`config.mk`:
```
export PLATFORM = sky130hd
export DESIGN_NAME = membus_response_fifo
export DESIGN_NICKNAME = d
export VERILOG_FILES = /design/src/verilog/membus_pkg.sv /design/src/verilog/membus_response_fifo.sv
export VERILOG_INCLUDE_DIRS = /design/src /design/src/verilog
export SDC_FILE = /design/constraint.sdc
export NUM_CORES = 1
export LEC_CHECK = 0
export ABC_AREA = 1
export BUFFER_PORTS_ARGS = -buffer_cell sky130_fd_sc_hd__buf_2
export CAP_MARGIN = 15
export CORE_ASPECT_RATIO = 0.9
export CORE_UTILIZATION = 55
export DETAILED_ROUTE_END_ITERATION = 12
export GPL_ROUTABILITY_DRIVEN = 0
export PLACE_DENSITY = 0.81
export REMOVE_ABC_BUFFERS = 1
export SYNTH_ARGS = -nofsm -noshare
export SYNTH_HDL_FRONTEND = slang
export SYNTH_SLANG_ARGS = --single-unit
```
`constraint.sdc`:
```
create_clock -name i_clk -period 5 [get_ports i_clk]
set_clock_uncertainty 0.2 [all_clocks]
set_input_delay 0.5 -clock i_clk [delete_from_list [all_inputs] [get_ports i_clk]]
set_output_delay 0.5 -clock i_clk [all_outputs]
set_load 0.1 [all_outputs]
```
`src/verilog/membus_settings.svh`:
```
/*
  Memory bus endpoint settings.
  Bus field widths, SRAM depth and response queue depth.
*/
`ifndef MEMBUS_SETTINGS_SVH
`define MEMBUS_SETTINGS_SVH

// Word address, wider than the SRAM so that out of range commands can be seen.
`define MEMBUS_ADDR_WIDTH 10

`define MEMBUS_DATA_WIDTH 32

`define MEMBUS_ID_WIDTH 4

// Beats minus one, so 1 to 4 beats.
`define MEMBUS_LENGTH_WIDTH 2

`define MEMBUS_MEM_DEPTH 256

`define MEMBUS_RESP_FIFO_DEPTH 4

`endif

```
`src/verilog/membus_pkg.sv`:
```
/*
  Memory bus types.
  Field vectors, command and response kinds, the three channel structs
  and the controller state encoding.
*/
`include "membus_settings.svh"

package membus_pkg;
  typedef logic [`MEMBUS_ADDR_WIDTH-1:0]     membus_addr;
  typedef logic [`MEMBUS_DATA_WIDTH-1:0]     membus_data;
  typedef logic [`MEMBUS_ID_WIDTH-1:0]       membus_id;
  typedef logic [`MEMBUS_LENGTH_WIDTH-1:0]   membus_length;
  typedef logic [`MEMBUS_DATA_WIDTH/8-1:0]   membus_strobe;

  typedef enum logic {
    MEMBUS_READ  = 1'b0,
    MEMBUS_WRITE = 1'b1
  } membus_command_kind;

  typedef enum logic {
    MEMBUS_READ_DATA = 1'b0,
    MEMBUS_WRITE_ACK = 1'b1
  } membus_response_kind;

  typedef struct packed {
    membus_command_kind kind;
    membus_id           id;
    membus_addr         address;
    membus_length       length;
  } membus_command;

  typedef struct packed {
    membus_data   data;
    membus_strobe strobe;
  } membus_write_data;

  typedef struct packed {
    membus_response_kind  kind;
    membus_id             id;
    membus_data           data;
    logic                 error;
    logic                 last;
  } membus_response;

  localparam int MEMBUS_PACKED_COMMAND_WIDTH    = $bits(membus_command);
  localparam int MEMBUS_PACKED_WRITE_DATA_WIDTH = $bits(membus_write_data);
  localparam int MEMBUS_PACKED_RESPONSE_WIDTH   = $bits(membus_response);

  typedef enum logic [1:0] {
    MEMBUS_CTRL_IDLE,
    MEMBUS_CTRL_WRITE_BURST,
    MEMBUS_CTRL_READ_BURST,
    MEMBUS_CTRL_WRITE_RESPOND
  } membus_ctrl_state;
endpackage

```
`src/verilog/membus_response_fifo.sv`:
```
/*
  Response queue.
  Holds response structs and presents the head as a packed vector on
  the response channel.
*/
`include "membus_settings.svh"

module membus_response_fifo
  import membus_pkg::*;
(
  input   var logic                                     i_clk,
  input   var logic                                     i_reset,
  input   var logic                                     i_push,
  input   var membus_response                           i_response,
  output  var logic                                     o_can_push,
  output  var logic                                     o_resp_valid,
  input   var logic                                     i_resp_accept,
  output  var logic [MEMBUS_PACKED_RESPONSE_WIDTH-1:0]  o_resp
);
  localparam int DEPTH       = `MEMBUS_RESP_FIFO_DEPTH;
  localparam int PTR_WIDTH   = $clog2(DEPTH);
  localparam int COUNT_WIDTH = $clog2(DEPTH + 1);

  membus_response         entries [DEPTH];
  logic [PTR_WIDTH-1:0]   write_ptr;
  logic [PTR_WIDTH-1:0]   read_ptr;
  logic [COUNT_WIDTH-1:0] count;
  logic                   pop;

  always_comb begin
    o_resp_valid  = count != '0;
    o_resp        = entries[read_ptr];
    pop           = o_resp_valid && i_resp_accept;
    o_can_push    = count <= COUNT_WIDTH'(DEPTH - 2); // One slot kept for a read in flight.
  end

  always_ff @(posedge i_clk) begin
    if (i_reset) begin
      write_ptr <= '0;
      read_ptr  <= '0;
      count     <= '0;
    end else begin
      if (i_push) begin
        write_ptr <= (write_ptr == PTR_WIDTH'(DEPTH - 1)) ? '0 : write_ptr + 1'b1;
      end
      if (pop) begin
        read_ptr <= (read_ptr == PTR_WIDTH'(DEPTH - 1)) ? '0 : read_ptr + 1'b1;
      end
      if (i_push && !pop) begin
        count <= count + 1'b1;
      end else if (pop && !i_push) begin
        count <= count - 1'b1;
      end
    end
  end

  always_ff @(posedge i_clk) begin
    if (i_push) begin
      entries[write_ptr] <= i_response;
    end
  end
endmodule

```
# Word-level counts from Yosys, hierarchy flattened
# Memory sizes are Yosys's and may differ from the RTL's. A register that Yosys moved wholly into a read port is not among the register bits.
# Index checks and enable logic that the tools add are counted.
[word_totals]
ff_bits = 7
mem_bits_rw = 156
input_bits = 43
output_inout_bits = 41
wordCells = 26
mem_count = 1
[classes]
addsub = 4
order_cmp = 1
eq_ne = 2
muxes = 8
n_reduce_logical = 7
[mem_list]
columns = ["name", "depth", "word_bits", "read_ports", "rd_ports_with_merged_regs", "write_ports", "line", "text"]
rows = [
  ["entries", 4, 39, 1, 1, 1, "membus_response_fifo.sv:24", "membus_response entries [DEPTH];"],
]
[op_table]
columns = ["cell", "n"]
rows = [
  ["$mux 2", 4],
  ["$mux 3", 2],
  ["$add 2x1->2 const B", 2],
  ["$eq 2x2->1 const B", 2],
  ["$add 3x1->3 const B", 1],
  ["$le 3x2->1 const B", 1],
  ["$logic_and 1x1->1", 3],
  ["$reduce_bool 3->1", 1],
  ["$sub 3x1->3 const B", 1],
  ["$logic_not 1->1", 2],
  ["$mux 1", 2],
  ["$reduce_bool 2->1", 1],
]

# Depth between registers and ports, before layout
# Gate-level depths: netlist of the first run.
[depth]
ltp_word = 5
mapped_depth = 12
ltp_nobuf = 12

# Worst setup path after synthesis of the first run
# OpenSTA, ideal clock, no wires.
[synth_path]
path_type = "reg2out"
start = "reg with a tool-made name"
end = "out o_resp[10]"
t_arrival_ps = 2251
required_ps = 4300
path_slack_ps = 2049
path_stages_with_launch = 6
path_buffers = 3
path_cell_list = "dfxtp_1 > buf_6 > buf_6 > buf_2 > nor2_1 > o22ai_1"
[synth_lines]
columns = ["element", "line", "text"]
rows = [
  ["to (decl)", "membus_response_fifo.sv:18", "output var logic [MEMBUS_PACKED_RESPONSE_WIDTH-1:0] o_resp"],
]

==> results of run 1 <==
flip-flops by register name, indices dropped and copies added, names as in the netlist, named ones only:
name / flops
entries: 156
read_ptr: 2
count: 3
write_ptr: 2
cell type report:
type	instances	area, sq um
well taps	152	190
fillers	747	3640
inverters	16	62.6
flip-flops and latches	165	4870
clock buffers	17	425
repair buffers	85	430
clock inverters	15	163
multi-input cells	236	1170
worst min path at each step:
stage / startpoint / to / slack [ns]
6_report: i_reset / write_ptr[0] / 0.05
2_1_floorplan: count[0] / count[0] / 0.28
5_1_grt: i_reset / write_ptr[0] / 0.04
3_3_place_gp: count[0] / count[0] / 0.30
4_1_cts: i_reset / write_ptr[0] / 0.03
3_5_place_dp: count[0] / count[0] / 0.33
per-layer routing:
layer,vias to the layer above,track usage [%],wire length (microns)
li1,1793,-,-
met1,1919,26.1,4860
met2,147,34.3,6100
met3,17,7.17,936
met4,0,10.6,179
met5,-,0,0
per-stage QoR:
| stage | area, sq um | utilization [%] | power, uW | setup slack [ns] |
|---|---|---|---|---|
| 2_1_floorplan | 6100 | - | 3110 | 1.15 |
| 3_3_place_gp | 6720 | 61.4 | 3400 | 2.20 |
| 3_5_place_dp | 6720 | 61.4 | 3440 | 2.13 |
| 4_1_cts | 7310 | 66.7 | 4700 | 1.68 |
| 5_1_grt | 7310 | 66.7 | 4840 | 1.53 |
| 6_report | 7310 | 66.7 | 4680 | 1.69 |
power by group through the flow:
| stage | logic, uW | registers, uW | clock network, uW |
|---|---|---|---|
| after floorplan | 1430 | 1680 | 0 |
| after global placement | 1730 | 1670 | 0 |
| after CTS | 1770 | 1640 | 1290 |
| after global routing | 1840 | 1650 | 1340 |
| after detailed placement | 1770 | 1670 | 0 |
| final | 1760 | 1650 | 1280 |
worst max-delay path, delay by kind of cell (launching register included):
family	cells	cell delay, ns
buf+inv	2	0.95
flops	1	0.83
compound gates	2	0.40
cell usage after synthesis, drive strengths merged (5+ instances only):
cell,count,area [sq um]
ha,6,75.1
nor2,87,327
nand2,13,48.8
dfxtp,9,180
o22ai,39,244
clkbuf,9,45.0
edfxtp,156,4680
o21ai,81,405
buf,16,120
inv,16,62.6
a21oi,5,25.0
cells by family (layout without fill, tap and decap cells):
logic type	after synthesis	in the layout	share of synthesized area (%)
buffers and inverters	41	133	3.64
AND/OR/NAND/NOR	104	104	6.37
adder cells (fa/ha/maj)	7	7	1.52
flip-flops	165	165	77.7
AO/OA/AOI/OAI	125	125	10.8
==> results.toml, run 1 <==
[run_status]
run_status = "finished clean"

[setup_path]
reg2reg_setup_slack_ns = 2.96
critPathLaunchType = "register"
max_stage_delay_ns = 0.83
cp_max_fo = 42
reg2reg_from = "count[0]"
crit_path_end_kind = "output port"
reg2regPathDepth = 12
criticalPathCategory = "register to output port"
required_ns = 4.30
worstReg2RegEnd = "count[2]"
crit_chain = "buf_4 > o21ai_0 > o22ai_1 > buf_2"
crit_path_end = "o_resp[24]"
crit_slowest_cell = "dfxtp_2"
critPathArrivalTime_ns = 2.61

[clocking]
clock_path_buffers = 2
cts_resized = 0
numCtsBuffers = 17
clk_pin_slew_ns = 0.06
root_buffer = "clkbuf_16"
postCtsHoldBufs = 0
cts_tree = "built"
cts_setup_buffers = 0
htreeDepth = 4
clk_latency_ns = 0.41
cts_sinks = 165

[power_and_ir_drop]
power_frac_seq_pct = 35.1
intPower_uw = 2620
sw_frac_of_total_pct = 44.0
pwr-share-clk_pct = 27.2
switchingPower_uw = 2060
comb_power_share_pct = 37.6
irDropWorstVdd_mv = 0.424
p_leak_uw = 0.00263
p_per_area_nw_per_um2 = 641

[finish]
syn2layout_area_growth_pct = 16.7
antenna-diode-count = 0
post_route_cells_drive_above_1_share_pct = 22.8
final_common_cell = "edfxtp_1"
mostFrequentLayoutCells = "156 x edfxtp_1, 87 x nor2_1, 83 x buf_2"
nets = 571
stdcell_count = 686

[logic_synthesis]
synthFlopType = "edfxtp_1"
synth_seq_area_share_pct = 77.7
synth_edf_count = 156
synth-async-reset-ratio_pct = 0
synth_cells = 442
netlist_area_sq_um = 6260
ys_ff_latch = 165
avgSynthCellArea_sq_um = 14.2
synth_warnings = 0
synth_cell_types = 23

[die]
ios = 84
die_area_sq_um = 11800
die_x_microns = 114
die_h_microns = 103
initial_utilization_pct = 57.2
core_sq_um = 10900
rows = 36

[flow_run]
cap_viol_max_count = 0

[routing]
drcViolationCount = 0
drtIter0Drc = 342
vias = 3876
routed_wl_mm = 12.1
first_pass_iters = 5
wire_per_inst_microns = 17.6
vias_per_cell = 5.65
postRouteAntennaNets = 0

[global_routing]
grt_pass1_wl_mm = 18.1
grt_max_degree = 79
grt_pass1_vias = 3692
grt_usage_pct = 21.2
grt.overflow.total = 0
antenna_found_initial = 0

[place]
place_hpwl_mm = 6.76
port_buffers = 83
placed_cells = 654

[timing]
setup_viol = 0
holdWs_ns = 0.0530
fin_setup_tns_ns = 0
tightest_slew_ns = 0.987
grt_setup_unrepaired = "no"
fmax_ghz = 0.302
finalCritPeriodShare_pct = 66.2
hold_viol = 0
period_needed_ns = 3.31
relSlewSlack_pct = 34.2
drv_slew = 0

[min_path]
min_path_cells = 2
hold_class = "input port to register"
Note: power is estimated with default switching activity, not from simulation.
==> run 2: changes to the inputs <==
==> constraint.sdc (replaced) <==
create_clock -name i_clk -period 3.2 [get_ports i_clk]
set_clock_uncertainty 0.2 [all_clocks]
set_input_delay 0.32 -clock i_clk [delete_from_list [all_inputs] [get_ports i_clk]]
set_output_delay 0.32 -clock i_clk [all_outputs]
set_load 0.1 [all_outputs]
==> run 2 against run 1 <==
  * Global-route usage grew 0.63 points
  * Utilization rose by 3.2 points
  * Critical path depth did not move
  * Die area is the same
  * Critical endpoint is now o_resp[5]
  * Largest power group unchanged
==> results.toml, run 2 (synthesized netlist as in run 1, its figures left out) <==
[global_routing]
grtUsageMet2_pct = 36.9
grt.overflow.total = 0
antenna_found_initial = 0
grt_usage_pct = 21.9
grt_pass1_vias = 3806
grt.busiest_layer = "met2"
grtUsageMet3_pct = 7.11
grtUsageMet1_pct = 25.9
grt_pass1_wl_mm = 18.6
grt_max_degree = 79

[die]
die_x_microns = 114
initial_utilization_pct = 57.2
core_sq_um = 10900
die_h_microns = 103
ios = 84
die_area_sq_um = 11800
rows = 36

[setup_path]
crit_path_end_kind = "output port"
required_ns = 2.68
criticalPathCategory = "register to output port"
cp_max_fo = 64
crit_buf_inv = 2
critPathArrivalTime_ns = 2.46
crit_chain = "buf_4 > o21ai_0 > o22ai_1 > buf_2"
crit_slowest_cell = "buf_4"
critPathLaunchType = "register"
critical_path.top_delay_family = "buffers and inverters"
max_stage_delay_ns = 0.56

[routing]
drcViolationCount = 0
postRouteAntennaNets = 0
drtIter0Drc = 324
vias_per_cell = 5.41
wire_per_inst_microns = 16.6
first_pass_iters = 4
routed_wl_mm = 12.1
vias = 3931

[finish]
mostFrequentLayoutCells = "156 x edfxtp_1, 87 x nor2_1, 83 x buf_2"
largest_reg_flops = 156
syn2layout_area_growth_pct = 22.3
post_route_cells_drive_above_1_share_pct = 21.3
regMostFlops = "entries"
post-route-util_pct = 70.0
nets = 611
antenna-diode-count = 0
fillers = 714
final_common_cell = "edfxtp_1"
reg_top3 = "entries x156, count x3"
final_area_sq_um = 7660

[timing]
hold_viol = 0
fmax_ghz = 0.335
setup_viol = 0
drv_slew = 0
grt_setup_unrepaired = "no"
relSlewSlack_pct = 35.5
finalCritPeriodShare_pct = 93.2
tightest_slew_ns = 0.966
period_needed_ns = 2.98
layout_setup_ws_ns = 0.219

[power_and_ir_drop]
switchingPower_uw = 3220
sw_frac_of_total_pct = 44.8
p_per_area_nw_per_um2 = 938
comb_power_share_pct = 39.0
power_frac_seq_pct = 35.4
pwr-share-clk_pct = 25.6
irDropWorstVdd_mv = 0.627
intPower_uw = 3970
p_leak_uw = 0.00277
power_uw = 7190

[clocking]
numCtsBuffers = 17
cts_sinks = 165
clk_pin_slew_ns = 0.06
cts_setup_buffers = 0
cts_tree = "built"
clock_path_buffers = 2
htreeDepth = 4
root_buffer = "clkbuf_16"
clk_latency_ns = 0.42
cts_resized = 0

[place]
port_buffers = 83
place_hpwl_mm = 6.44
dp_slack_ns = 0.703
place_area_sq_um = 6720

[flow_run]
cap_viol_max_count = 0

[min_path]
hold_class = "input port to register"

[run_status]
run_status = "finished clean"
[run 2: changes by cell type in the layout (fill, tap and decap cells not counted)]
cell	previous run	this run
clkinv_2	5	6
bufinv_16	3	1
dlygate4sd3_1	0	40
clkinvlp_4	3	4
[run 2: cell type report]
cell class	count	area [sq um]	area share, %
clock buffers	17	425	5.55
repair buffers	125	831	10.8
inverters	16	62.6	0.817
flip-flops and latches	165	4870	63.5
multi-input cells	236	1170	15.3
clock inverters	15	115	1.50
well taps	152	190	2.48
[run 2: worst paths after layout]
kind	startpoint	to	slack, ns	cells past startpoint
max	register	o_resp[5]	0.22	4
min	i_resp_accept	read_ptr[1]	0.03	4
max reg2reg	count[0]	count[2]	1.14	12
min reg2reg	count[0]	count[0]	0.33	1
[run 2: per-stage QoR]
| stage | TNS, ns | hold slack [ns] | instances |
|---|---|---|---|
| floorplan | -18.38 | 0.192 | 417 |
| global placement | 0 | 0.293 | 654 |
| detailed placement | 0 | 0.301 | 654 |
| CTS | 0 | 0.0156 | 726 |
| global route | 0 | 0.0487 | 726 |
| finish | 0 | 0.0333 | 726 |
[run 2: power by group through the flow]
stage,Clock [uW],Sequential (uW),Combinational [uW]
detailed placement,0,2590,2770
floorplan,0,2630,2230
CTS,1860,2540,2810
global route,1940,2560,2940
finish,1840,2540,2800
global placement,0,2580,2730
[run 2: timing repair]
action,CTS,global route
hold endpoints to repair,157,0
hold buffers,40,0
endpoints found under the setup margin,0,0
[run 2: tightest hold or removal path: cells and delay by family]
| family | cells | cell delay (ns) |
|---|---|---|
| and+or+nand+nor | 3 | 0.19 |
| buffers and inverters | 1 | 0.11 |
[run 2: layer usage]
layer	vias to the layer above	routed length (microns)	part of all wire, %
met1	1913	5150	43
met2	131	5970	50
li1	1871	-	-
met3	16	742	6.2
met4	0	185	1.5
met5	-	0	0
==> run 3: changes to the inputs <==
--- a/config.mk
+++ b/config.mk
@@ -13,6 +13,7 @@
 export CORE_UTILIZATION = 55
 export DETAILED_ROUTE_END_ITERATION = 12
 export GPL_ROUTABILITY_DRIVEN = 0
+export MAX_ROUTING_LAYER = met4
 export PLACE_DENSITY = 0.81
 export REMOVE_ABC_BUFFERS = 1
 export SYNTH_ARGS = -nofsm -noshare
==> run 3 against run 2 <==
  * Clock power about the same
  * Clock-buffer cell count stayed put
  * Register-to-register slack barely moved
  * Combinational power is essentially flat
  * Wire length is essentially flat
  * First-iteration DRC count is 13% lower
  * Hold slack better by 0.0065 ns
  * Fmax hardly changed
  * Non-clock buffer count unchanged
  * Critical path depth stayed put
  * Design area unchanged
  * Highest routed layer unchanged
==> results.toml, run 3 (synthesized netlist as in run 1, its figures left out) <==
[routing]
wire_per_inst_microns = 16.6
vias_per_cell = 5.37
drtIter0Drc = 281
postRouteAntennaNets = 0
first_pass_iters = 5
drcViolationCount = 0
routed_wl_mm = 12.0
vias = 3902

[global_routing]
grt_pass1_vias = 3804
grt_usage_pct = 22.7
grt_pass1_wl_mm = 18.6
grt_max_degree = 79
grt.overflow.total = 0
antenna_found_initial = 0

[finish]
nets = 611
mostFrequentLayoutCells = "156 x edfxtp_1, 87 x nor2_1, 83 x buf_2"
syn2layout_area_growth_pct = 22.3
ff_latch_area_sq_um = 4870
regMostFlops = "entries"
largest_reg_flops = 156
post-route-util_pct = 70.0
fillers = 714
reg_top3 = "entries x156, count x3"
multi_input_area_sq_um = 1170
post_route_cells_drive_above_1_share_pct = 21.3
antenna-diode-count = 0
final_common_cell = "edfxtp_1"

[timing]
period_needed_ns = 2.98
fmax_ghz = 0.336
tightest_slew_ns = 0.977
relSlewSlack_pct = 34.8
holdWs_ns = 0.0398
setup_viol = 0
hold_viol = 0
drv_slew = 0
finalCritPeriodShare_pct = 93.1
grt_setup_unrepaired = "no"

[min_path]
whs_endpoint = "read_ptr[1]"
min_path_cells = 4
hold_path.startpoint = "i_resp_accept"
hold_class = "input port to register"

[setup_path]
critPathLaunchType = "register"
cp_max_fo = 64
crit_path_end_kind = "output port"
reg2reg_from = "count[0]"
critPathArrivalTime_ns = 2.46
reg2regPathDepth = 12
reg2reg_setup_slack_ns = 1.15
required_ns = 2.68
criticalPathCategory = "register to output port"
worstReg2RegEnd = "count[2]"

[clocking]
root_buffer = "clkbuf_16"
cts_resized = 0
cts_tree = "built"
clk_pin_slew_ns = 0.06
numCtsBuffers = 17
clk_latency_ns = 0.42
cts_sinks = 165
htreeDepth = 4
clock_path_buffers = 2

[power_and_ir_drop]
irDropWorstVdd_mv = 0.624
p_leak_uw = 0.00277
p_per_area_nw_per_um2 = 937
power_uw = 7180

[die]
die_h_microns = 103
die_area_sq_um = 11800
die_x_microns = 114
ios = 84
core_sq_um = 10900
initial_utilization_pct = 57.2
rows = 36

[flow_run]
cap_viol_max_count = 0

[run_status]
run_status = "finished clean"

[place]
port_buffers = 83
place_hpwl_mm = 6.44
-- run 3: cell counts in the layout (fill, tap and decap cells not counted) --
Identical to the previous run, type by type.
-- run 3: area by class of cell --
cell class,count,share of cell area (%)
Clock buffer,17,5.55
Clock inverter,15,1.50
Tap cell,152,2.48
Multi-Input combinational cell,236,15.3
Timing Repair Buffer,125,10.8
Inverter,16,0.817
Sequential cell,165,63.5
-- run 3: timing repair --
action                    in CTS  in global routing
setup buffers                  0                  0
hold endpoints to repair     157                  0
hold buffers                  40                  0
-- run 3: stage by stage --
| step | TNS, ns | instances | worst slack [ns] | instance area, sq um |
|---|---|---|---|---|
| final | 0 | 726 | 0.220 | 7660 |
| after global routing | 0 | 726 | 0.0996 | 7660 |
| after CTS | 0 | 726 | 0.245 | 7660 |
| after detailed placement | 0 | 654 | 0.703 | 6720 |
| after global placement | 0 | 654 | 0.777 | 6720 |
| after floorplan | -18.38 | 417 | -0.471 | 6100 |
-- run 3: critical path, cell delays in order (launching register included) --
cell	delay (ns)
dfxtp_2	0.51
buf_4	0.57
o21ai_0	0.19
o22ai_1	0.25
buf_2	0.47
-- run 3: worst max path at each step --
stage	from	endpoint	slack, ns	cells past startpoint
after floorplan	register	o_resp[0]	-0.47	2
after global placement	register	o_resp[5]	0.78	4
after detailed placement	register	o_resp[38]	0.70	4
after CTS	register	o_resp[5]	0.25	4
after global routing	register	o_resp[35]	0.1	4
final	register	o_resp[5]	0.22	4
-- run 3: routing by layer --
metal	vias up	routed length, microns	track usage (%)
met5	-	0	-
met4	0	146	8.19
met3	15	774	8.62
met2	117	6060	36.9
met1	1896	5060	26.0
li1	1874	-	-
-- run 3: power by group --
group / internal [uW] / leakage [uW] / total [uW] / switching [uW]
Combinational: 427 / 0.00101 / 2800 / 2370
Clock: 1060 / 0.000259 / 1830 / 777
Sequential: 2490 / 0.00151 / 2540 / 59.0
