`src/verilog/membus_settings.svh`:
```
/*
  Memory bus endpoint settings.
  Bus field widths, SRAM depth and response queue depth.
*/
`ifndef MEMBUS_SETTINGS_SVH
`define MEMBUS_SETTINGS_SVH

// Word address, wider than the SRAM so that out of range commands can be seen.
`define MEMBUS_ADDR_WIDTH 10

`define MEMBUS_DATA_WIDTH 32

`define MEMBUS_ID_WIDTH 4

// Beats minus one, so 1 to 4 beats.
`define MEMBUS_LENGTH_WIDTH 2

`define MEMBUS_MEM_DEPTH 256

`define MEMBUS_RESP_FIFO_DEPTH 4

`endif

```
`src/verilog/membus_pkg.sv`:
```
/*
  Memory bus types.
  Field vectors, command and response kinds, the three channel structs
  and the controller state encoding.
*/
`include "membus_settings.svh"

package membus_pkg;
  typedef logic [`MEMBUS_ADDR_WIDTH-1:0]     membus_addr;
  typedef logic [`MEMBUS_DATA_WIDTH-1:0]     membus_data;
  typedef logic [`MEMBUS_ID_WIDTH-1:0]       membus_id;
  typedef logic [`MEMBUS_LENGTH_WIDTH-1:0]   membus_length;
  typedef logic [`MEMBUS_DATA_WIDTH/8-1:0]   membus_strobe;

  typedef enum logic {
    MEMBUS_READ  = 1'b0,
    MEMBUS_WRITE = 1'b1
  } membus_command_kind;

  typedef enum logic {
    MEMBUS_READ_DATA = 1'b0,
    MEMBUS_WRITE_ACK = 1'b1
  } membus_response_kind;

  typedef struct packed {
    membus_command_kind kind;
    membus_id           id;
    membus_addr         address;
    membus_length       length;
  } membus_command;

  typedef struct packed {
    membus_data   data;
    membus_strobe strobe;
  } membus_write_data;

  typedef struct packed {
    membus_response_kind  kind;
    membus_id             id;
    membus_data           data;
    logic                 error;
    logic                 last;
  } membus_response;

  localparam int MEMBUS_PACKED_COMMAND_WIDTH    = $bits(membus_command);
  localparam int MEMBUS_PACKED_WRITE_DATA_WIDTH = $bits(membus_write_data);
  localparam int MEMBUS_PACKED_RESPONSE_WIDTH   = $bits(membus_response);

  typedef enum logic [1:0] {
    MEMBUS_CTRL_IDLE,
    MEMBUS_CTRL_WRITE_BURST,
    MEMBUS_CTRL_READ_BURST,
    MEMBUS_CTRL_WRITE_RESPOND
  } membus_ctrl_state;
endpackage

```
`src/verilog/membus_slave_ctrl.sv`:
```
/*
  Burst controller.
  Checks the command range, runs read and write bursts against the SRAM
  and builds read_data and write_ack responses.
*/
`include "membus_settings.svh"

module membus_slave_ctrl
  import membus_pkg::*;
(
  input   var logic             i_clk,
  input   var logic             i_reset,
  input   var logic             i_cmd_valid,
  output  var logic             o_cmd_accept,
  input   var membus_command    i_command,
  input   var logic             i_data_valid,
  output  var logic             o_data_accept,
  input   var membus_write_data i_write_data,
  output  var logic             o_mem_write,
  output  var logic             o_mem_read,
  output  var membus_addr       o_mem_address,
  output  var membus_data       o_mem_write_data,
  output  var membus_strobe     o_mem_strobe,
  input   var membus_data       i_mem_read_data,
  output  var logic             o_resp_push,
  output  var membus_response   o_response,
  input   var logic             i_can_push
);
  localparam int END_WIDTH = `MEMBUS_ADDR_WIDTH + 1;

  membus_ctrl_state       state;
  membus_id               id_q;
  membus_addr             address_q;
  membus_length           beats_q;      // Remaining beats minus one.
  logic                   error_q;
  logic                   read_pending;
  logic                   read_last;
  logic                   take_command;
  logic                   data_beat;
  logic                   read_beat;
  logic                   range_error;
  logic [END_WIDTH-1:0]   end_address;

  always_comb begin
    end_address   = {1'b0, i_command.address} + END_WIDTH'(i_command.length); // Last word.
    range_error   = end_address >= END_WIDTH'(`MEMBUS_MEM_DEPTH);
    o_cmd_accept  = state == MEMBUS_CTRL_IDLE;
    o_data_accept = state == MEMBUS_CTRL_WRITE_BURST;
    take_command  = i_cmd_valid && o_cmd_accept;
    data_beat     = i_data_valid && o_data_accept;
    read_beat     = (state == MEMBUS_CTRL_READ_BURST) && i_can_push;
  end

  always_comb begin
    o_mem_write       = data_beat && !error_q;  // Error bursts never touch the SRAM.
    o_mem_read        = read_beat && !error_q;
    o_mem_address     = address_q;
    o_mem_write_data  = i_write_data.data;
    o_mem_strobe      = i_write_data.strobe;
  end

  always_ff @(posedge i_clk) begin
    if (i_reset) begin
      state         <= MEMBUS_CTRL_IDLE;
      read_pending  <= 1'b0;
    end else begin
      read_pending <= read_beat;
      case (state)
        MEMBUS_CTRL_IDLE: begin
          if (take_command && (i_command.kind == MEMBUS_WRITE)) begin
            state <= MEMBUS_CTRL_WRITE_BURST;
          end else if (take_command) begin
            state <= MEMBUS_CTRL_READ_BURST;
          end
        end
        MEMBUS_CTRL_WRITE_BURST: begin
          if (data_beat && (beats_q == '0)) begin
            state <= MEMBUS_CTRL_WRITE_RESPOND;
          end
        end
        MEMBUS_CTRL_READ_BURST: begin
          if (read_beat && (beats_q == '0)) begin
            state <= MEMBUS_CTRL_IDLE;
          end
        end
        default: begin
          if (i_can_push) begin // The ack waits for room in the queue.
            state <= MEMBUS_CTRL_IDLE;
          end
        end
      endcase
    end
  end

  always_ff @(posedge i_clk) begin
    if (take_command) begin
      id_q      <= i_command.id;
      address_q <= i_command.address;
      beats_q   <= i_command.length;
      error_q   <= range_error;
    end else if (data_beat || read_beat) begin
      address_q <= membus_addr'(address_q + 1'b1);
      beats_q   <= beats_q - 1'b1;
    end
    if (read_beat) begin
      read_last <= beats_q == '0;
    end
  end

  // Read data returns one cycle after the read, so the push follows it.
  always_comb begin
    o_resp_push       = read_pending || ((state == MEMBUS_CTRL_WRITE_RESPOND) && i_can_push);
    o_response.id     = id_q;
    o_response.error  = error_q;
    if (read_pending) begin
      o_response.kind = MEMBUS_READ_DATA;
      o_response.data = error_q ? '0 : i_mem_read_data;
      o_response.last = read_last;
    end else begin
      o_response.kind = MEMBUS_WRITE_ACK;
      o_response.data = '0;
      o_response.last = 1'b1;
    end
  end
endmodule

```
`config.mk`:
```
export PLATFORM = sky130hd
export DESIGN_NAME = membus_slave_ctrl
export DESIGN_NICKNAME = d
export VERILOG_FILES = /design/src/verilog/membus_pkg.sv /design/src/verilog/membus_slave_ctrl.sv
export VERILOG_INCLUDE_DIRS = /design/src /design/src/verilog
export SDC_FILE = /design/constraint.sdc
export NUM_CORES = 1
export LEC_CHECK = 0
export BUFFER_PORTS_ARGS = -buffer_cell sky130_fd_sc_hd__clkbuf_2
export CORE_ASPECT_RATIO = 0.75
export CORE_MARGIN = 3
export CORE_UTILIZATION = 35
export DETAILED_ROUTE_END_ITERATION = 8
export GPL_ROUTABILITY_DRIVEN = 1
export GPL_TIMING_DRIVEN = 1
export PLACE_DENSITY = 0.93
export RECOVER_POWER = 25
export SKIP_LAST_GASP = 1
export SLEW_MARGIN = 20
export SYNTH_ARGS = -nofsm -noshare
export SYNTH_HDL_FRONTEND = slang
export SYNTH_SLANG_ARGS = --single-unit
```
`constraint.sdc`:
```
create_clock -name i_clk -period 2.3 [get_ports i_clk]
set_clock_uncertainty 0.2 [all_clocks]
set_input_delay 0.46 -clock i_clk [delete_from_list [all_inputs] [get_ports i_clk]]
set_output_delay 0.46 -clock i_clk [all_outputs]
set_load 0.01 [all_outputs]
```
### Yosys cells after proc, flatten, opt, wreduce, memory -nomap -nowiden

Cells that the tools add are included.
W data, S select, Z words.

| storage, ports and cells | value |
|---|---|
| memory bits (read-only) | 0 |
| register bits after elaboration | 21 |
| memory bits (writable) | 0 |
| input port bits | 90 |
| word-level logic and storage cells | 48 |
| latch bits | 0 |
| memories kept | 0 |

| operators by class | value |
|---|---|
| magnitude comparators | 1 |
| equality and inequality tests | 6 |
| add/subtract/negate cells | 3 |
| reductions and logical operators | 17 |
| shift-type cells | 0 |
| muxes and demuxes | 14 |
| bitwise gates (word level) | 0 |
| multipliers | 0 |
| div/mod/pow operators | 0 |

Operators with widths:

| operator | number |
|---|---|
| $mux W32 | 2 |
| $mux W10 | 2 |
| $mux W2 | 7 |
| $add A10 B2 Y11 | 1 |
| $ge A11 B9 Y1 const B | 1 |
| $add A10 B1 Y10 const B | 1 |
| $logic_and A1 B1 Y1 | 9 |
| $pmux W2 S3 | 1 |
| $eq A2 B2 Y1 const B | 2 |
| $logic_not A2 Y1 | 2 |
| $ne A2 B1 Y1 const B | 2 |
| $reduce_and A4 Y1 | 1 |
| $reduce_bool A4 Y1 | 1 |
| $ne A3 B1 Y1 const B | 1 |
| $eq A2 B1 Y1 const B | 1 |
| $logic_or A1 B1 Y1 | 2 |
| $mux W1 | 2 |
| $reduce_bool A2 Y1 | 1 |
| $sub A2 B1 Y2 const B | 1 |
| $logic_not A1 Y1 | 1 |

### Logic depth before layout (Yosys ltp)

Gate-level depths: netlist (run 1).

| logic depth | value |
|---|---|
| depth in word-level cells | 5 |
| mapped depth | 6 |
| mapped depth without buffers | 5 |

### Worst setup path before layout (run 1)

OpenSTA, ideal clock, no wires.

| timing path | value |
|---|---|
| path type | register to register |
| from | register state[0] |
| to | register beats_q[0] (enable) |
| clock period less this slack | 2.019 ns |
| setup slack | 0.281 ns |
| data arrival time | 1.421 ns |
| setup time | 0.398 ns |
| stages on the path, launching flop included | 4 |
| required time | 1.702 ns |
| cell sequence | dfxtp_1 -> buf_6 -> mux2i_1 -> o21ai_0 |

| on the way | value |
|---|---|
| longest elaborated chain between the ends | 4 |
| elaborated cells between the ends (all ways) | 8 |

RTL lines:

| element | line | RTL |
|---|---|---|
| start: declaration | membus_slave_ctrl.sv:31 | `membus_ctrl_state state;` |
| start signal: assignment | membus_slave_ctrl.sv:64 | `state <= MEMBUS_CTRL_IDLE;` |
| start signal: assignment | membus_slave_ctrl.sv:71 | `state <= MEMBUS_CTRL_WRITE_BURST;` |
| start signal: assignment | membus_slave_ctrl.sv:73 | `state <= MEMBUS_CTRL_READ_BURST;` |
| $eq A2 B1 Y1 or $eq A2 B2 Y1 (tied branches) | membus_slave_ctrl.sv:48, membus_slave_ctrl.sv:51 |  |
| $logic_and A1 B1 Y1, on equally long branches | membus_slave_ctrl.sv:50, membus_slave_ctrl.sv:51 |  |
| $logic_or A1 B1 Y1 | membus_slave_ctrl.sv:101 | `end else if (data_beat \|\| read_beat) begin` |
| $reduce_bool A2 Y1 (no line) * | n/a |  |
| end signal: assignment | membus_slave_ctrl.sv:99 | `beats_q <= i_command.length;` |
| end signal: assignment | membus_slave_ctrl.sv:103 | `beats_q <= beats_q - 1'b1;` |
| end: declaration | membus_slave_ctrl.sv:34 | `membus_length beats_q;` |

Mark *: on every way between the ends. The rest lies on a longest branch, timed or not.
A chain may end at the register's enable or synchronous reset.

==> flow_metrics.env, run 1 <==
export IMPL_outcome="finished, final reports clean"
export IMPL_antenna_left=0
export IMPL_drive_above_1_share_pct=47.2
export IMPL_die_area_um2=5500
export IMPL_path_buf_inv=2
export IMPL_nNetsFinal=346
export IMPL_ys_flop_type="edfxtp_1"
export IMPL_cts_setup_buffers=0
export IMPL_yosys_warnings=0
export IMPL_setup_tns_ns=0
export IMPL_drc=0
export IMPL_avgSynthCellArea_um2=9.07
export IMPL_crit_required_ns=1.64
export IMPL_rows=20
export IMPL_cts_buffers=3
export IMPL_hp_class="in2reg"
export IMPL_final_max_slew_viol_count=0
export IMPL_place_hpwl_um=3670
export IMPL_clk_pin_slew_ns=0.08
export IMPL_die_w_um=84.6
export IMPL_path_max_fanout=32
export IMPL_crit_family="flip-flops"
export IMPL_grt_usage_pct=15.1
export IMPL_portBuffers=107
export IMPL_fillCellCount=432
export IMPL_grt_setup_unrepaired="no"
export IMPL_antenna_found_initial=0
export IMPL_synth_seq_cells=21
export IMPL_grt_first_pass_wirelength_um=6690
export IMPL_worst_path_max_delay_cell="edfxtp_1"
export IMPL_synth_edf_count=18
export IMPL_ctsHtreeMaxLevel=1
export IMPL_grt_pass1_vias=1352
export IMPL_fp_dieH_um=65.0
export IMPL_critPathCaptureType="output port"
export IMPL_finalSetupViolations=0
export IMPL_syn_nets=274
export IMPL_wire_per_inst_um=14.1
export IMPL_clockBufferDepth=2
export IMPL_drv_cap=0
export IMPL_period_needed_ns=2.11
export IMPL_period_share_pct=91.7
export IMPL_max_stage_delay_ns=0.50
export IMPL_routed_via_density=4.70
export IMPL_clkLatencyLatePin_ns=0.26
export IMPL_critical_path_startpoint_type="register"
export IMPL_instances_no_fill=305
export IMPL_path_cells="nor2_1, buf_4, and2_1, clkbuf_2"
export IMPL_grt_max_degree=33
export IMPL_post_cts_resized=0
export IMPL_num_antenna_cells=0
export IMPL_critPathKind="reg2out"
export IMPL_gp_congestion=0.772
export IMPL_netlist_area_um2=1620
export IMPL_totalWireLength_um=4290
export IMPL_arrival_ns=1.45
export IMPL_slew_headroom_pct=76.8
export IMPL_peakVddDrop_v=0.000367
export IMPL_clkSinkCount=21
export IMPL_overflow=0
export IMPL_leakage_nw=1.00
export IMPL_hold_buffers=0
export IMPL_root_buffer="clkbuf_8"
export IMPL_drt_iter0_drc=63
export IMPL_coreArea_um2=4250
export IMPL_synthCells=179
export IMPL_vias=1435
export IMPL_place_inst=301
export IMPL_synth_cell_types=36
export IMPL_ios=180
export IMPL_dr_pass1_iters=4
export IMPL_start_util_pct=38.1
export IMPL_area_growth_syn_to_layout_pct=22.0
export IMPL_synth_async_reset_ratio_pct=0
export IMPL_fmax_mhz=474
export IMPL_synth_seq_area_share_pct=37.0
export IMPL_powerDensity_nw_per_um2=530
export IMPL_cts_tree="yes"
export IMPL_worst_pin_slew_ns=0.349
export IMPL_hold_viol_final=0
-- per-stage QoR --
stage                     utilization, %  hold WS (ns)  total power, mW  cell area, um2  worst slack (ns)
after global placement              45.4         0.366            0.810            1930             0.312
after global routing                46.5         0.155             1.13            1980            0.0408
after detailed placement            45.4         0.374            0.820            1930             0.290
after CTS                           46.5         0.164             1.06            1980             0.170
after floorplan                        -         0.332            0.752            1620             0.281
final                               46.5         0.170             1.05            1980             0.192
-- where the power goes --
part / switching [mW] / internal [mW]
logic: 0.148 / 0.123
registers: 0.0528 / 0.484
clock network: 0.120 / 0.122
-- layout by cell type (no fill, tap or decap), types with 2 or more instances in the layout --
cell type and instances:
nor2_1 14, or3_1 2, xor2_1 2, o31ai_1 2, dfxtp_1 3, nor3_1 2, o21ai_0 7, a31oi_1 5
nand2_1 10, clkbuf_8 3, clkbuf_2 107, nand3_1 4, buf_4 3, edfxtp_1 18, and2_1 32, a21oi_1 6
or4_1 2, and4_1 2, ha_1 4, inv_1 5
-- routing by layer --
layer  vias to the layer above  global-route usage, %  routed length, um
li1                        710                      -                  -
met3                         0                   6.35                515
met5                         -                      0                  0
met1                       639                   19.3               1820
met2                        86                   25.1               1950
met4                         0                  0.791                  0
-- worst paths after layout --
path | start | to | slack, ns | cells after the start
hold / removal | i_command[13] | id_q[1] | 0.17 | 1
setup reg to reg | o_mem_address[0] | o_mem_address[8] | 0.47 | 4
hold reg to reg | beats_q[0] | beats_q[0] | 0.38 | 1
setup / recovery | error_q | o_response[13] | 0.19 | 4
-- Yosys cell counts, types with 2 or more instances --
cell	instances	area, um2
o21ai_0	7	35.0
edfxtp_1	18	541
nand2_1	10	37.5
inv_1	5	18.8
xor2_1	2	17.5
and4_1	2	17.5
nor2_1	14	52.6
a21oi_1	6	30.0
a31oi_1	5	31.3
o31ai_1	2	15.0
buf_4	38	285
ha_1	4	50.1
nor3_1	2	10.0
or3_1	2	12.5
clkbuf_1	3	11.3
and2_1	32	200
dfxtp_1	3	60.1
nand3_1	4	20.0
buf_6	2	22.5
or4_1	2	15.0
-- final cells by class --
type / count / area [um2] / area share (%)
Inverter: 6 / 27.5 / 1.39
Sequential cell: 21 / 601 / 30.3
Timing Repair Buffer: 110 / 558 / 28.2
Tap cell: 55 / 68.8 / 3.48
Clock inverter: 1 / 7.51 / 0.379
Multi-Input combinational cell: 109 / 676 / 34.1
Clock buffer: 3 / 41.3 / 2.09
-- worst reg2reg max path: cells and delay by family, from the launching register on --
family,cells,cell delay [ns]
fa+ha+maj,1,0.24
flops,1,0.46
compound gates,1,0.18
simple gates,2,0.60
-- sequential cells by signal (all words and copies together) (netlist names) --
| signal | cells |
|---|---|
| beats_q | 2 |
| error_q | 1 |
| id_q | 4 |
| o_mem_address | 10 |
| read_last | 1 |
| read_pending | 1 |
| state | 2 |
-- kinds of logic after synthesis --
group                      after synthesis  synth area share (%)
adders and majority gates                5                  4.32
xor gates and xnor gates                 3                  1.62
and+or+nand+nor                         78                  27.2
muxes                                    1                 0.617
buffers and inverters                   49                  21.4
DFF                                     21                  37.0
AOI/OAI and AO/OA                       22                  7.86
No activity file was read; power rests on OpenSTA's default activity.
==> inputs of run 2 (changes only) <==
Settings changed: ABC_AREA set to 1, CORE_UTILIZATION 35 to 36, PLACE_DENSITY 0.93 to 0.92.
==> flow_metrics.env, run 2 <==
export IMPL_outcome="finished, final reports clean"
export IMPL_place_hpwl_um=4230
export IMPL_nNetsFinal=416
export IMPL_routed_via_density=4.43
export IMPL_avgSynthCellArea_um2=7.13
export IMPL_critical_path_startpoint_type="register"
export IMPL_grt_setup_unrepaired="no"
export IMPL_clk_pin_slew_ns=0.08
export IMPL_switching_power_mw=0.495
export IMPL_synth_top_area_share_pct=30.4
export IMPL_ys_flop_type="edfxtp_1"
export IMPL_synthTopCellsByArea="edfxtp_1 (30%), buf_4 (16%), inv_1 (11%)"
export IMPL_arrival_ns=1.51
export IMPL_fin_ws_ns=0.134
export IMPL_die_w_um=87.1
export IMPL_portBuffers=107
export IMPL_rows=21
export IMPL_netlist_area_um2=1780
export IMPL_synth_top_cells_by_count="inv_1 (51), nand2_1 (46), nor2_1 (45)"
export IMPL_fin_area_um2=2130
export IMPL_ios=180
export IMPL_drive_above_1_share_pct=38.1
export IMPL_internal_power_mw=0.851
export IMPL_drt_iter0_drc=108
export IMPL_hold_buffers=0
export IMPL_max_stage_delay_ns=0.43
export IMPL_largest_register_ffs=10
export IMPL_area_growth_syn_to_layout_pct=19.9
export IMPL_fp_dieH_um=66.8
export IMPL_synth_seq_cells=21
export IMPL_grtUsageMet3_pct=6.55
export IMPL_grt_first_pass_wirelength_um=7200
export IMPL_seq_area_um2=601
export IMPL_synth_cell_types=29
export IMPL_multi_input_area_um2=654
export IMPL_grt_busiest_layer="met2"
export IMPL_synthCells=249
export IMPL_postPlaceCellArea_um2=2080
export IMPL_final_common_cell="clkbuf_2"
export IMPL_path_buf_inv=2
export IMPL_yosysMostFrequentCell="inv_1"
export IMPL_yosys_warnings=0
export IMPL_grtUsageMet2_pct=25.8
export IMPL_antenna_found_initial=0
export IMPL_power_frac_clock_pct=17.9
export IMPL_layout_common_cells="clkbuf_2 (107), inv_1 (51), nand2_1 (46)"
export IMPL_coreArea_um2=4600
export IMPL_path_cells="or2_1, buf_6, nor2_1, clkbuf_2"
export IMPL_worst_pin_slew_ns=0.336
export IMPL_finalSetupViolations=0
export IMPL_dp_slack_ns=0.364
export IMPL_hp_class="in2reg"
export IMPL_drc=0
export IMPL_fmax_mhz=462
export IMPL_crit_required_ns=1.64
export IMPL_setup_tns_ns=0
export IMPL_hold_slack_ns=0.173
export IMPL_clkSinkCount=21
export IMPL_syn_nets=344
export IMPL_grt_usage_pct=15.8
export IMPL_vias=1670
export IMPL_ctsHtreeMaxLevel=1
export IMPL_worst_path_max_delay_cell="edfxtp_1"
export IMPL_num_antenna_cells=0
export IMPL_critPathKind="reg2out"
export IMPL_peakVddDrop_v=0.000414
export IMPL_wire_per_inst_um=13.0
export IMPL_cts_tree="yes"
export IMPL_slew_headroom_pct=77.5
export IMPL_period_needed_ns=2.17
export IMPL_overflow=0
export IMPL_grt_util_met1_pct=19.6
export IMPL_synth_edf_count=18
export IMPL_gp_congestion=0.820
export IMPL_synth_async_reset_ratio_pct=0
export IMPL_period_share_pct=94.2
export IMPL_start_util_pct=38.6
export IMPL_seq_power_share_pct=45.6
export IMPL_grt_max_degree=29
export IMPL_clockBufferDepth=2
export IMPL_powerDensity_nw_per_um2=632
export IMPL_leakage_nw=1.29
export IMPL_root_buffer="clkbuf_8"
export IMPL_rrSetupSlack_ns=0.54
export IMPL_crit_family="simple AND/OR/NAND/NOR gates"
export IMPL_critPathCaptureType="output port"
export IMPL_synth_seq_area_share_pct=33.8
export IMPL_path_max_fanout=28
export IMPL_totalWireLength_um=4880
export IMPL_dr_pass1_iters=4
export IMPL_fillCellCount=475
export IMPL_clkLatencyLatePin_ns=0.25
export IMPL_cts_buffers=3
export IMPL_final_max_slew_viol_count=0
export IMPL_drv_cap=0
export IMPL_synth_top_area_cell="edfxtp_1"
export IMPL_grt_pass1_vias=1565
export IMPL_switching_share_pct=36.8
export IMPL_hold_viol_final=0
export IMPL_antenna_left=0
export IMPL_die_area_um2=5820
export IMPL_p_comb_share_pct=36.5
[run 2: cell types whose count changed after synthesis, sizes merged, moves of 2 or more]
cell	before	now
inv	5	53
or3	3	0
nor2	14	47
or4	2	0
and2	32	1
nand3b	0	2
and4	2	0
clkbuf	3	1
a21oi	6	3
nand3	4	10
nand2	10	47
a31oi	5	0
[run 2: final timing paths]
kind / start / to / cells after the start
worst max-delay path: error_q / o_response[30] / 4
worst min-delay path: i_command[12] / id_q[0] / 1
worst max register to register: o_mem_address[0] / o_mem_address[8] / 8
worst min register to register: beats_q[0] / beats_q[0] / 1
[run 2: logic make-up after synthesis]
family                     share of synthesized area, %
adders and majority gates                          3.95
DFF                                                33.8
and+or+nand+nor                                    27.6
AOI/OAI and AO/OA                                  4.37
buffers and inverters                              29.3
xor gates and xnor gates                          0.987
[run 2: stage by stage]
stage | utilization, % | cells | power [mW]
3_3_place_gp | 45.3 | 373 | 1.09
6_report | 46.3 | 377 | 1.35
4_1_cts | 46.2 | 377 | 1.36
5_1_grt | 46.3 | 377 | 1.45
3_5_place_dp | 45.3 | 373 | 1.12
2_1_floorplan | - | 249 | 0.980
[run 2: power by group through the flow]
stage	sequential [mW]	combinational, mW	clock, mW
global placement	0.614	0.478	0
detailed placement	0.624	0.495	0
CTS	0.615	0.497	0.248
finish	0.614	0.492	0.241
global route	0.629	0.555	0.265
floorplan	0.633	0.347	0
[run 2: cell type report]
cell class / count / area share [%]
clock buffers: 4 / 2.12
inverters: 53 / 9.58
multi-input cells: 133 / 30.7
flip-flops and latches: 21 / 28.2
well taps: 57 / 3.35
repair buffers: 109 / 26.0
[run 2: repair_timing]
action	CTS	global route
resized for setup	0	1
setup endpoints to repair	0	1
buffers inserted	0	0
[run 2: metal layers]
layer	up-vias	part of all wire, %
li1	853	-
met1	727	40
met2	74	49
met3	16	9.3
met4	0	1.7
met5	-	0
